## config.mk

```make
export PLATFORM = sky130hd
export DESIGN_NAME = arm_core
export DESIGN_NICKNAME = d
export VERILOG_FILES = /design/src/hw/core_pkg.sv /design/src/hw/fetch_stage.sv /design/src/hw/reg_file.sv /design/src/hw/decode_stage.sv /design/src/hw/hazard_unit.sv /design/src/hw/execute_stage.sv /design/src/hw/mem_wb_stage.sv /design/src/hw/arm_core.sv
export VERILOG_INCLUDE_DIRS = /design/src /design/src/hw
export SDC_FILE = /design/constraint.sdc
export NUM_CORES = 2
export LEC_CHECK = 0
export BUFFER_PORTS_ARGS = -buffer_cell sky130_fd_sc_hd__buf_4
export CORE_MARGIN = 2
export CORE_UTILIZATION = 57
export CTS_BUF_LIST = sky130_fd_sc_hd__clkbuf_8 sky130_fd_sc_hd__clkbuf_16
export DETAILED_ROUTE_END_ITERATION = 6
export GPL_TIMING_DRIVEN = 1
export PLACE_DENSITY = 0.77
export SLEW_MARGIN = 30
export SYNTH_ARGS = -nofsm -noshare
export SYNTH_HDL_FRONTEND = slang
export SYNTH_SLANG_ARGS = --single-unit
```

## constraint.sdc

```tcl
create_clock -name clk -period 23.9 [get_ports clk]
set_clock_uncertainty 0.1 [all_clocks]
set_input_delay 3.585 -clock clk [delete_from_list [all_inputs] [get_ports clk]]
set_output_delay 3.585 -clock clk [all_outputs]
set_load 0.02 [all_outputs]
```

## src/hw/core_params.svh

```systemverilog
`ifndef CORE_PARAMS_SVH
`define CORE_PARAMS_SVH

// datapath width
`define DATA_W 32

// register index width, index 15 is the non-register
`define REG_ADDR_W 4

// stored registers r0 to r14
`define NUM_REGS 15

// byte step between instruction words
`define PC_STEP 4

`endif

```

## src/hw/core_pkg.sv

```systemverilog
`include "core_params.svh"

package core_pkg;

    // values follow the cmd field of the instruction
    typedef enum logic [3:0] {
        ALU_AND = 4'd0,
        ALU_SUB = 4'd2,
        ALU_ADD = 4'd4,
        ALU_ORR = 4'd12,
        ALU_MOV = 4'd13
    } alu_op_t;

    typedef enum logic [1:0] {
        FWD_NONE = 2'd0,
        FWD_MEM  = 2'd1,
        FWD_WB   = 2'd2
    } fwd_sel_t;

    typedef struct packed {
        logic    reg_write;
        logic    mem_write;
        logic    mem_to_reg;
        logic    alu_src;
        alu_op_t alu_op;
    } ctrl_t;

    // decode to execute, rm holds Rd for a store
    typedef struct packed {
        ctrl_t                   ctrl;
        logic [`DATA_W-1:0]      rd1;
        logic [`DATA_W-1:0]      rd2;
        logic [11:0]             imm;
        logic [`REG_ADDR_W-1:0]  rn;
        logic [`REG_ADDR_W-1:0]  rm;
        logic [`REG_ADDR_W-1:0]  rd;
    } id_ex_t;

    typedef struct packed {
        logic                    reg_write;
        logic                    mem_write;
        logic                    mem_to_reg;
        logic [`DATA_W-1:0]      alu_result;
        logic [`DATA_W-1:0]      write_data;
        logic [`REG_ADDR_W-1:0]  rd;
    } ex_mem_t;

    typedef struct packed {
        logic                    reg_write;
        logic [`REG_ADDR_W-1:0]  rd;
        logic [`DATA_W-1:0]      result;
    } wb_t;

endpackage

```

## src/hw/fetch_stage.sv

```systemverilog
`timescale 1ns/10ps
`include "core_params.svh"

module fetch_stage (
    input  logic               clk,
    input  logic               reset,
    input  logic               stall,
    output logic [`DATA_W-1:0] pc
);

    // pc holds while a load-use bubble goes in
    always_ff @(posedge clk or posedge reset) begin
        if (reset) begin
            pc <= '0;
        end else if (!stall) begin
            pc <= pc + `DATA_W'(`PC_STEP);
        end
    end

endmodule

```

## src/hw/reg_file.sv

```systemverilog
`timescale 1ns/10ps
`include "core_params.svh"

module reg_file import core_pkg::*; (
    input  logic                   clk,
    input  logic                   reset,
    input  logic [`REG_ADDR_W-1:0] ra1,
    input  logic [`REG_ADDR_W-1:0] ra2,
    input  wb_t                    wb,
    output logic [`DATA_W-1:0]     rd1,
    output logic [`DATA_W-1:0]     rd2
);

    localparam logic [`REG_ADDR_W-1:0] NO_REG = `REG_ADDR_W'(`NUM_REGS);

    logic [`DATA_W-1:0] regs [`NUM_REGS];

    // write-through, so the write in this cycle is seen by decode
    function automatic logic [`DATA_W-1:0] read_port(input logic [`REG_ADDR_W-1:0] idx);
        logic [`DATA_W-1:0] value;
        if (idx == NO_REG) begin
            value = '0;
        end else if (wb.reg_write && wb.rd == idx) begin
            value = wb.result;
        end else begin
            value = regs[idx];
        end
        return value;
    endfunction

    always_ff @(posedge clk or posedge reset) begin
        if (reset) begin
            for (int i = 0; i < `NUM_REGS; i++) begin
                regs[i] <= '0;
            end
        end else if (wb.reg_write && wb.rd != NO_REG) begin
            regs[wb.rd] <= wb.result;
        end
    end

    always_comb begin
        rd1 = read_port(ra1);
        rd2 = read_port(ra2);
    end

    // decode drops every write to r15 before it reaches writeback
    a_no_r15_write: assert property (@(posedge clk) disable iff (reset)
        wb.reg_write |-> wb.rd != NO_REG);

endmodule

```

## src/hw/decode_stage.sv

```systemverilog
`timescale 1ns/10ps
`include "core_params.svh"

module decode_stage import core_pkg::*; (
    input  logic                   clk,
    input  logic                   reset,
    input  logic                   stall,
    input  logic [`DATA_W-1:0]     instr,
    input  wb_t                    wb,
    output id_ex_t                 id_ex,
    output logic [`REG_ADDR_W-1:0] rn_d,
    output logic [`REG_ADDR_W-1:0] rm_d
);

    localparam logic [`REG_ADDR_W-1:0] NO_REG = `REG_ADDR_W'(`NUM_REGS);

    logic [`DATA_W-1:0]     instr_d;
    logic                   instr_valid;
    logic [1:0]             op;
    logic                   i_bit;
    logic                   l_bit;
    logic [3:0]             cmd;
    logic [`REG_ADDR_W-1:0] rn;
    logic [`REG_ADDR_W-1:0] rd;
    logic [`REG_ADDR_W-1:0] rm;
    ctrl_t                  ctrl;
    logic                   uses_rn;
    logic                   uses_rm;
    logic                   is_store;
    logic [`DATA_W-1:0]     rd1;
    logic [`DATA_W-1:0]     rd2;

    //////////////////////////////////////////////////////////////////////
    // fetch-decode register

    always_ff @(posedge clk or posedge reset) begin
        if (reset) begin
            instr_d     <= '0;
            instr_valid <= 1'b0;
        end else if (!stall) begin
            instr_d     <= instr;
            instr_valid <= 1'b1;
        end
    end

    //////////////////////////////////////////////////////////////////////
    // decoder

    assign op    = instr_d[27:26];
    assign i_bit = instr_d[25];
    assign cmd   = instr_d[24:21];
    assign l_bit = instr_d[20];
    assign rn    = instr_d[19:16];
    assign rd    = instr_d[15:12];
    assign rm    = instr_d[3:0];

    always_comb begin
        ctrl     = '0;
        uses_rn  = 1'b0;
        uses_rm  = 1'b0;
        is_store = 1'b0;
        if (instr_valid) begin
            case (op)
                2'b00: begin
                    case (alu_op_t'(cmd))
                        ALU_AND, ALU_SUB, ALU_ADD, ALU_ORR, ALU_MOV: begin
                            ctrl.reg_write = (rd != NO_REG);
                            ctrl.alu_src   = i_bit;
                            ctrl.alu_op    = alu_op_t'(cmd);
                            uses_rn        = (alu_op_t'(cmd) != ALU_MOV);
                            uses_rm        = !i_bit;
                        end
                        default: ;
                    endcase
                end
                // address is base plus unsigned offset
                2'b01: begin
                    ctrl.alu_src = 1'b1;
                    ctrl.alu_op  = ALU_ADD;
                    uses_rn      = 1'b1;
                    if (l_bit) begin
                        ctrl.reg_write  = (rd != NO_REG);
                        ctrl.mem_to_reg = 1'b1;
                    end else begin
                        ctrl.mem_write = 1'b1;
                        is_store       = 1'b1;
                    end
                end
                default: ;
            endcase
        end
    end

    // unused sources read as r15, which never matches a hazard
    assign rn_d = uses_rn ? rn : NO_REG;
    assign rm_d = is_store ? rd : (uses_rm ? rm : NO_REG);

    reg_file reg_file_i (
        .clk   (clk),
        .reset (reset),
        .ra1   (rn_d),
        .ra2   (rm_d),
        .wb    (wb),
        .rd1   (rd1),
        .rd2   (rd2)
    );

    //////////////////////////////////////////////////////////////////////
    // decode-execute register

    always_ff @(posedge clk or posedge reset) begin
        if (reset) begin
            id_ex <= '0;
        end else begin
            id_ex.ctrl <= stall ? ctrl_t'('0) : ctrl;
            id_ex.rd1  <= rd1;
            id_ex.rd2  <= rd2;
            id_ex.imm  <= (op == 2'b01) ? instr_d[11:0] : {4'b0, instr_d[7:0]};
            id_ex.rn   <= rn_d;
            id_ex.rm   <= rm_d;
            id_ex.rd   <= rd;
        end
    end

endmodule

```

## src/hw/hazard_unit.sv

```systemverilog
`timescale 1ns/10ps
`include "core_params.svh"

module hazard_unit import core_pkg::*; (
    input  id_ex_t                 id_ex,
    input  logic [`REG_ADDR_W-1:0] rn_d,
    input  logic [`REG_ADDR_W-1:0] rm_d,
    input  ex_mem_t                ex_mem,
    input  wb_t                    wb,
    output fwd_sel_t               fwd_a,
    output fwd_sel_t               fwd_b,
    output logic                   stall
);

    localparam logic [`REG_ADDR_W-1:0] NO_REG = `REG_ADDR_W'(`NUM_REGS);

    // younger producer wins
    function automatic fwd_sel_t fwd_select(input logic [`REG_ADDR_W-1:0] src);
        fwd_sel_t sel;
        if (src == NO_REG) begin
            sel = FWD_NONE;
        end else if (ex_mem.reg_write && ex_mem.rd == src) begin
            sel = FWD_MEM;
        end else if (wb.reg_write && wb.rd == src) begin
            sel = FWD_WB;
        end else begin
            sel = FWD_NONE;
        end
        return sel;
    endfunction

    always_comb begin
        fwd_a = fwd_select(id_ex.rn);
        fwd_b = fwd_select(id_ex.rm);
    end

    // load result not ready until writeback
    assign stall = id_ex.ctrl.mem_to_reg && id_ex.rd != NO_REG &&
                   (id_ex.rd == rn_d || id_ex.rd == rm_d);

    // the stalling instruction is a load that writes its register
    always_comb begin
        a_stall_on_load: assert final (!stall ||
            (id_ex.ctrl.reg_write && !id_ex.ctrl.mem_write));
    end

endmodule

```

## src/hw/execute_stage.sv

```systemverilog
`timescale 1ns/10ps
`include "core_params.svh"

module execute_stage import core_pkg::*; (
    input  logic     clk,
    input  logic     reset,
    input  id_ex_t   id_ex,
    input  fwd_sel_t fwd_a,
    input  fwd_sel_t fwd_b,
    input  wb_t      wb,
    output ex_mem_t  ex_mem
);

    logic [`DATA_W-1:0] src_a;
    logic [`DATA_W-1:0] src_b;
    logic [`DATA_W-1:0] op_b;
    logic [`DATA_W-1:0] alu_result;

    //////////////////////////////////////////////////////////////////////
    // forwarding muxes

    always_comb begin
        case (fwd_a)
            FWD_MEM: src_a = ex_mem.alu_result;
            FWD_WB:  src_a = wb.result;
            default: src_a = id_ex.rd1;
        endcase
        case (fwd_b)
            FWD_MEM: src_b = ex_mem.alu_result;
            FWD_WB:  src_b = wb.result;
            default: src_b = id_ex.rd2;
        endcase
    end

    assign op_b = id_ex.ctrl.alu_src ? {{(`DATA_W-12){1'b0}}, id_ex.imm} : src_b;

    //////////////////////////////////////////////////////////////////////
    // alu

    always_comb begin
        case (id_ex.ctrl.alu_op)
            ALU_AND: alu_result = src_a & op_b;
            ALU_SUB: alu_result = src_a - op_b;
            ALU_ADD: alu_result = src_a + op_b;
            ALU_ORR: alu_result = src_a | op_b;
            ALU_MOV: alu_result = op_b;
            default: alu_result = '0;
        endcase
    end

    // store data is the forwarded register, never the offset
    always_ff @(posedge clk or posedge reset) begin
        if (reset) begin
            ex_mem <= '0;
        end else begin
            ex_mem.reg_write  <= id_ex.ctrl.reg_write;
            ex_mem.mem_write  <= id_ex.ctrl.mem_write;
            ex_mem.mem_to_reg <= id_ex.ctrl.mem_to_reg;
            ex_mem.alu_result <= alu_result;
            ex_mem.write_data <= src_b;
            ex_mem.rd         <= id_ex.rd;
        end
    end

endmodule

```

## src/hw/mem_wb_stage.sv

```systemverilog
`timescale 1ns/10ps
`include "core_params.svh"

module mem_wb_stage import core_pkg::*; (
    input  logic               clk,
    input  logic               reset,
    input  ex_mem_t            ex_mem,
    input  logic [`DATA_W-1:0] read_data,
    output wb_t                wb
);

    logic                   reg_write_q;
    logic                   mem_to_reg_q;
    logic [`REG_ADDR_W-1:0] rd_q;
    logic [`DATA_W-1:0]     load_q;
    logic [`DATA_W-1:0]     alu_q;

    always_ff @(posedge clk or posedge reset) begin
        if (reset) begin
            reg_write_q  <= 1'b0;
            mem_to_reg_q <= 1'b0;
            rd_q         <= '0;
            load_q       <= '0;
            alu_q        <= '0;
        end else begin
            reg_write_q  <= ex_mem.reg_write;
            mem_to_reg_q <= ex_mem.mem_to_reg;
            rd_q         <= ex_mem.rd;
            load_q       <= read_data;
            alu_q        <= ex_mem.alu_result;
        end
    end

    // writeback bus
    assign wb.reg_write = reg_write_q;
    assign wb.rd        = rd_q;
    assign wb.result    = mem_to_reg_q ? load_q : alu_q;

    // a memory op is either a load or a store
    a_load_store_excl: assert property (@(posedge clk) disable iff (reset)
        !(ex_mem.mem_write && ex_mem.mem_to_reg));

endmodule

```

## src/hw/arm_core.sv

```systemverilog
`timescale 1ns/10ps
`include "core_params.svh"

module arm_core import core_pkg::*; (
    input  logic               clk,
    input  logic               reset,
    input  logic [`DATA_W-1:0] instr,
    input  logic [`DATA_W-1:0] read_data,
    output logic [`DATA_W-1:0] instr_addr,
    output logic [`DATA_W-1:0] data_addr,
    output logic [`DATA_W-1:0] write_data,
    output logic               data_we
);

    logic                   stall;
    id_ex_t                 id_ex;
    ex_mem_t                ex_mem;
    wb_t                    wb;
    fwd_sel_t               fwd_a;
    fwd_sel_t               fwd_b;
    logic [`REG_ADDR_W-1:0] rn_d;
    logic [`REG_ADDR_W-1:0] rm_d;

    fetch_stage fetch_stage_i (
        .clk   (clk),
        .reset (reset),
        .stall (stall),
        .pc    (instr_addr)
    );

    decode_stage decode_stage_i (
        .clk   (clk),
        .reset (reset),
        .stall (stall),
        .instr (instr),
        .wb    (wb),
        .id_ex (id_ex),
        .rn_d  (rn_d),
        .rm_d  (rm_d)
    );

    hazard_unit hazard_unit_i (
        .id_ex  (id_ex),
        .rn_d   (rn_d),
        .rm_d   (rm_d),
        .ex_mem (ex_mem),
        .wb     (wb),
        .fwd_a  (fwd_a),
        .fwd_b  (fwd_b),
        .stall  (stall)
    );

    execute_stage execute_stage_i (
        .clk    (clk),
        .reset  (reset),
        .id_ex  (id_ex),
        .fwd_a  (fwd_a),
        .fwd_b  (fwd_b),
        .wb     (wb),
        .ex_mem (ex_mem)
    );

    mem_wb_stage mem_wb_stage_i (
        .clk       (clk),
        .reset     (reset),
        .ex_mem    (ex_mem),
        .read_data (read_data),
        .wb        (wb)
    );

    // data memory port from the memory stage
    assign data_addr  = ex_mem.alu_result;
    assign write_data = ex_mem.write_data;
    assign data_we    = ex_mem.mem_write;

endmodule

```

==> impl_metrics.csv <==
group,metric,value,unit
status,status,"finished clean",
synth,synth_cells,4741,
floorplanning,core_area,0.07161,mm2
power_and_ir_drop,vdd_drop_max,0.05183,mV
drt,final_antenna_net_count,0,
sta,final.setup.tns,0,ns
floorplanning,fp.dieH,273.0,um
critical_path,critPathMaxStageDelay,0.71,ns
power_and_ir_drop,p_per_area,75.98,mW/mm2
sta,rsz0062_at_grt,"false",
drt,wl_per_cell,23.51,um
finish,fin_nets,4727,
placement,dpl_cell_area,0.04256,mm2
critical_path,cp_num_buf_inv,2,
critical_path,cp.required,24.28,ns
placement,place_congestion,0.9731,
critical_path,cp_max_fo,62,
synth,yosys_most_used_dff,"dfrtp_1",
critical_path,cp_common_cell,"xnor2_1",
critical_path,critical_path.slowest_cell,"dfrtp_1",
critical_path,cp_cell_sequence,"xnor2_1, nand4_1, nor3_1, ha_2, buf_4, clkinv_1, nor2_1, o31ai_1, nor4_2, nand3_1, nor2b_1, a41oi_1, xnor2_1, ha_1, nand2_1, a21oi_1, a211o_1, or3_1, o21ai_0, o211ai_1, o22ai_1, xnor2_1, o211ai_1",
global_routing,grt_use_total,0.3501,
drt,drtIter0Drc,4069,
cts,h-tree-depth,3,
cts,cts.sinks,776,
cts,cts_made_buffers,82,
critical_path,cp-end-kind,"register",
min_path,hp-class,"reg2reg",
placement,portBuffers,156,
cts,post_cts_buffers,0,
synth,synth-seq-cells,776,
drt,drt_wl_total,132.5,mm
cts,insertion_delay,0.64,ns
global_routing,gr-total-overflow,0,
drt,routed-via-count,36520,
critical_path,crit_family,"simple AND/OR/NAND/NOR gates",
power_and_ir_drop,power,3.454,mW
sta,tightest_slew,1.036,ns
finish,fill_cells,5873,
cts,cts-root-buf,"clkbuf_16",
power_and_ir_drop,p_leak,19.66,nW
synth,synth_edf_count,0,
global_routing,grt_max_degree,174,
finish,syn2layout_area_growth,10.21,%
cts,cts_resized,0,
finish,fin_area,0.04546,mm2
drt,drtPass1Iterations,7,
floorplanning,die_w,273.0,um
synth,ys_warn_count,0,
drt,vias_per_cell,6.479,
cts,clockBufferDepth,3,
sta,drv_slew,0,
cts,cts_tree,"done",
critical_path,critPathKind,"reg2reg",
sta,fin_crit,7.842,ns
synth,postSynth.asyncResetShare,1.000,
floorplanning,dieArea,0.07454,mm2
global_routing,grt_first_pass_wirelength,202.3,mm
finish,drive_gt1_frac,0.1249,
sta,period_share,0.3281,
floorplanning,initial_core_util,0.5761,
synth,synth_area,0.04125,mm2
drt,post-route-drc-count,0,
synth,syn_area_per_cell,8.701,um2
global_routing,grt_pass1_vias,34810,
sta,fmax,127.5,MHz
floorplanning,row_count,98,
synth,synth_cell_type_count,82,
cts,clk_pin_slew,0.06,ns
sta,hold_viol_final,0,
sta,maxSlewHeadroom,0.3091,
synth,yosysSeqAreaShare,0.4707,
cts,cts_hold_buf,0,
sta,setup_viol,0,
critical_path,arrival,8.23,ns
critical_path,start_kind,"register",
job,maxCapViolCount,0,
placement,hpwl,80.33,mm
global_routing,antenna_found_initial,1,
floorplanning,io-pin-count,163,
==> cell usage in the layout (no fill, tap or decap), types with 34 or more instances in the layout <==
cell type / synthesis / routed
nand2_1: 925 / 922
and2_1: 41 / 41
nand3_1: 90 / 89
buf_4: 70 / 245
a221o_1: 37 / 37
clkbuf_16: 0 / 83
mux2i_1: 75 / 67
o2bb2ai_1: 34 / 34
xnor2_1: 70 / 70
inv_1: 45 / 60
xor2_1: 34 / 34
ha_1: 39 / 37
o21ai_0: 378 / 378
a311oi_1: 127 / 127
a211oi_1: 36 / 36
and3_1: 77 / 76
a31oi_1: 84 / 84
dfrtp_1: 776 / 773
a22oi_1: 71 / 71
a21oi_1: 456 / 456
nor3_1: 80 / 75
nor2_1: 405 / 397
mux2_2: 115 / 115
==> layout make-up <==
class,count,area (um2),share of cell area
Antenna cell,2,5.005,0.0001101
Clock buffer,101,2325,0.05114
Clock inverter,46,495.5,0.01090
Inverter,51,209.0,0.004596
Multi-Input combinational cell,3456,19850,0.4365
Sequential cell,776,19430,0.4273
Tap cell,950,1189,0.02615
Timing Repair Buffer,254,1966,0.04324
==> worst reg2reg max path, delay by kind of cell (launching register included) <==
| family | cells | cell delay, ns |
|---|---|---|
| xor gates and xnor gates | 3 | 0.56 |
| and+or+nand+nor | 8 | 2.63 |
| adders and majority gates | 2 | 0.62 |
| buffers and inverters | 2 | 1.07 |
| AOI/OAI and AO/OA | 8 | 2.01 |
| DFF | 1 | 0.71 |
==> cell families after synthesis <==
logic type	count (synthesis)	synth area share
adder cells (fa/ha/maj)	40	0.01231
buffers and inverters	510	0.05448
multiplexers	199	0.05281
flip-flops	776	0.4707
other	2	0.0001821
AND/OR/NAND/NOR	1730	0.1791
AO/OA/AOI/OAI	1380	0.2083
XOR/XNOR	104	0.02208
==> power by group <==
part           internal [mW]  total (mW)  switching (mW)
clock                  0.796        1.33           0.537
combinational          0.213       0.551           0.338
sequential              1.45        1.57           0.120
==> flip-flops by register name, summed over array words and instances, names as in the netlist <==
| register | flops |
|---|---|
| decode_stage_i.id_ex | 96 |
| decode_stage_i.instr_d | 28 |
| decode_stage_i.instr_valid | 1 |
| decode_stage_i.reg_file_i.regs | 480 |
| execute_stage_i.ex_mem | 71 |
| fetch_stage_i.pc | 30 |
| mem_wb_stage_i.alu_q | 32 |
| mem_wb_stage_i.load_q | 32 |
| mem_wb_stage_i.mem_to_reg_q | 1 |
| mem_wb_stage_i.rd_q | 4 |
| mem_wb_stage_i.reg_write_q | 1 |
==> cell usage after synthesis, drive strengths merged (6+ instances only) <==
master,n,area [um2]
o21ai,389,1947
dfrtp,776,19420
xor2,34,297.8
nand4,20,131.4
clkbuf,327,1227
nand2b,17,106.4
and3,77,481.7
a221o,37,370.4
nand2,925,3472
a311oi,127,1112
o31ai,6,45.04
xnor2,70,613.1
or2,8,50.05
a21oi,457,2298
inv,50,187.7
a21o,9,67.56
nor3b,7,52.55
o221ai,18,157.7
o22ai,21,151.4
ha,39,488.0
and2,41,256.5
nor2,406,1526
a221oi,35,325.3
buf,132,828.3
o2bb2ai,34,297.8
a22oi,73,558.0
a31oi,84,525.5
nor4,15,127.6
a21boi,9,67.56
nand3,90,450.4
a211o,6,52.55
a211oi,38,295.3
nor2b,16,100.1
o211ai,8,60.06
nor3,81,410.4
mux2,122,1400
mux2i,77,778.3
==> layer usage <==
| layer | part of all wire | GRT usage |
|---|---|---|
| met5 | 0.000091 | 0 |
| met4 | 0.040 | 0.1493 |
| met3 | 0.12 | 0.08997 |
| met2 | 0.44 | 0.5373 |
| met1 | 0.40 | 0.4725 |
==> per-stage QoR <==
| step | util | hold WS [ns] | instances | setup WS (ns) |
|---|---|---|---|---|
| after floorplan | - | 0.2312 | 4742 | 9.570 |
| after CTS | 0.6338 | 0.2481 | 5633 | 16.18 |
| after global routing | 0.6348 | 0.2532 | 5634 | 15.54 |
| after detailed placement | 0.5944 | 0.2363 | 5486 | 16.19 |
| final | 0.6349 | 0.2456 | 5636 | 16.06 |
| after global placement | 0.5934 | 0.2317 | 5486 | 16.31 |
==> worst paths after layout <==
| path | start | endpoint | slack [ns] | cells past startpoint |
|---|---|---|---|---|
| worst min register to register | decode_stage_i.id_ex[95] | execute_stage_i.ex_mem[70] | 0.25 | 0 |
| worst min-delay path | decode_stage_i.id_ex[95] | execute_stage_i.ex_mem[70] | 0.25 | 0 |
| min in group asynchronous | reset | mem_wb_stage_i.alu_q[28] | 2.99 | 3 |
| worst max-delay path | mem_wb_stage_i.rd_q[2] | execute_stage_i.ex_mem[67] | 16.06 | 23 |
| max in group asynchronous | reset | decode_stage_i.reg_file_i.regs[218] | 18.70 | 5 |
| worst max register to register | mem_wb_stage_i.rd_q[2] | execute_stage_i.ex_mem[67] | 16.06 | 23 |
Power figures use the tool's default switching activity.
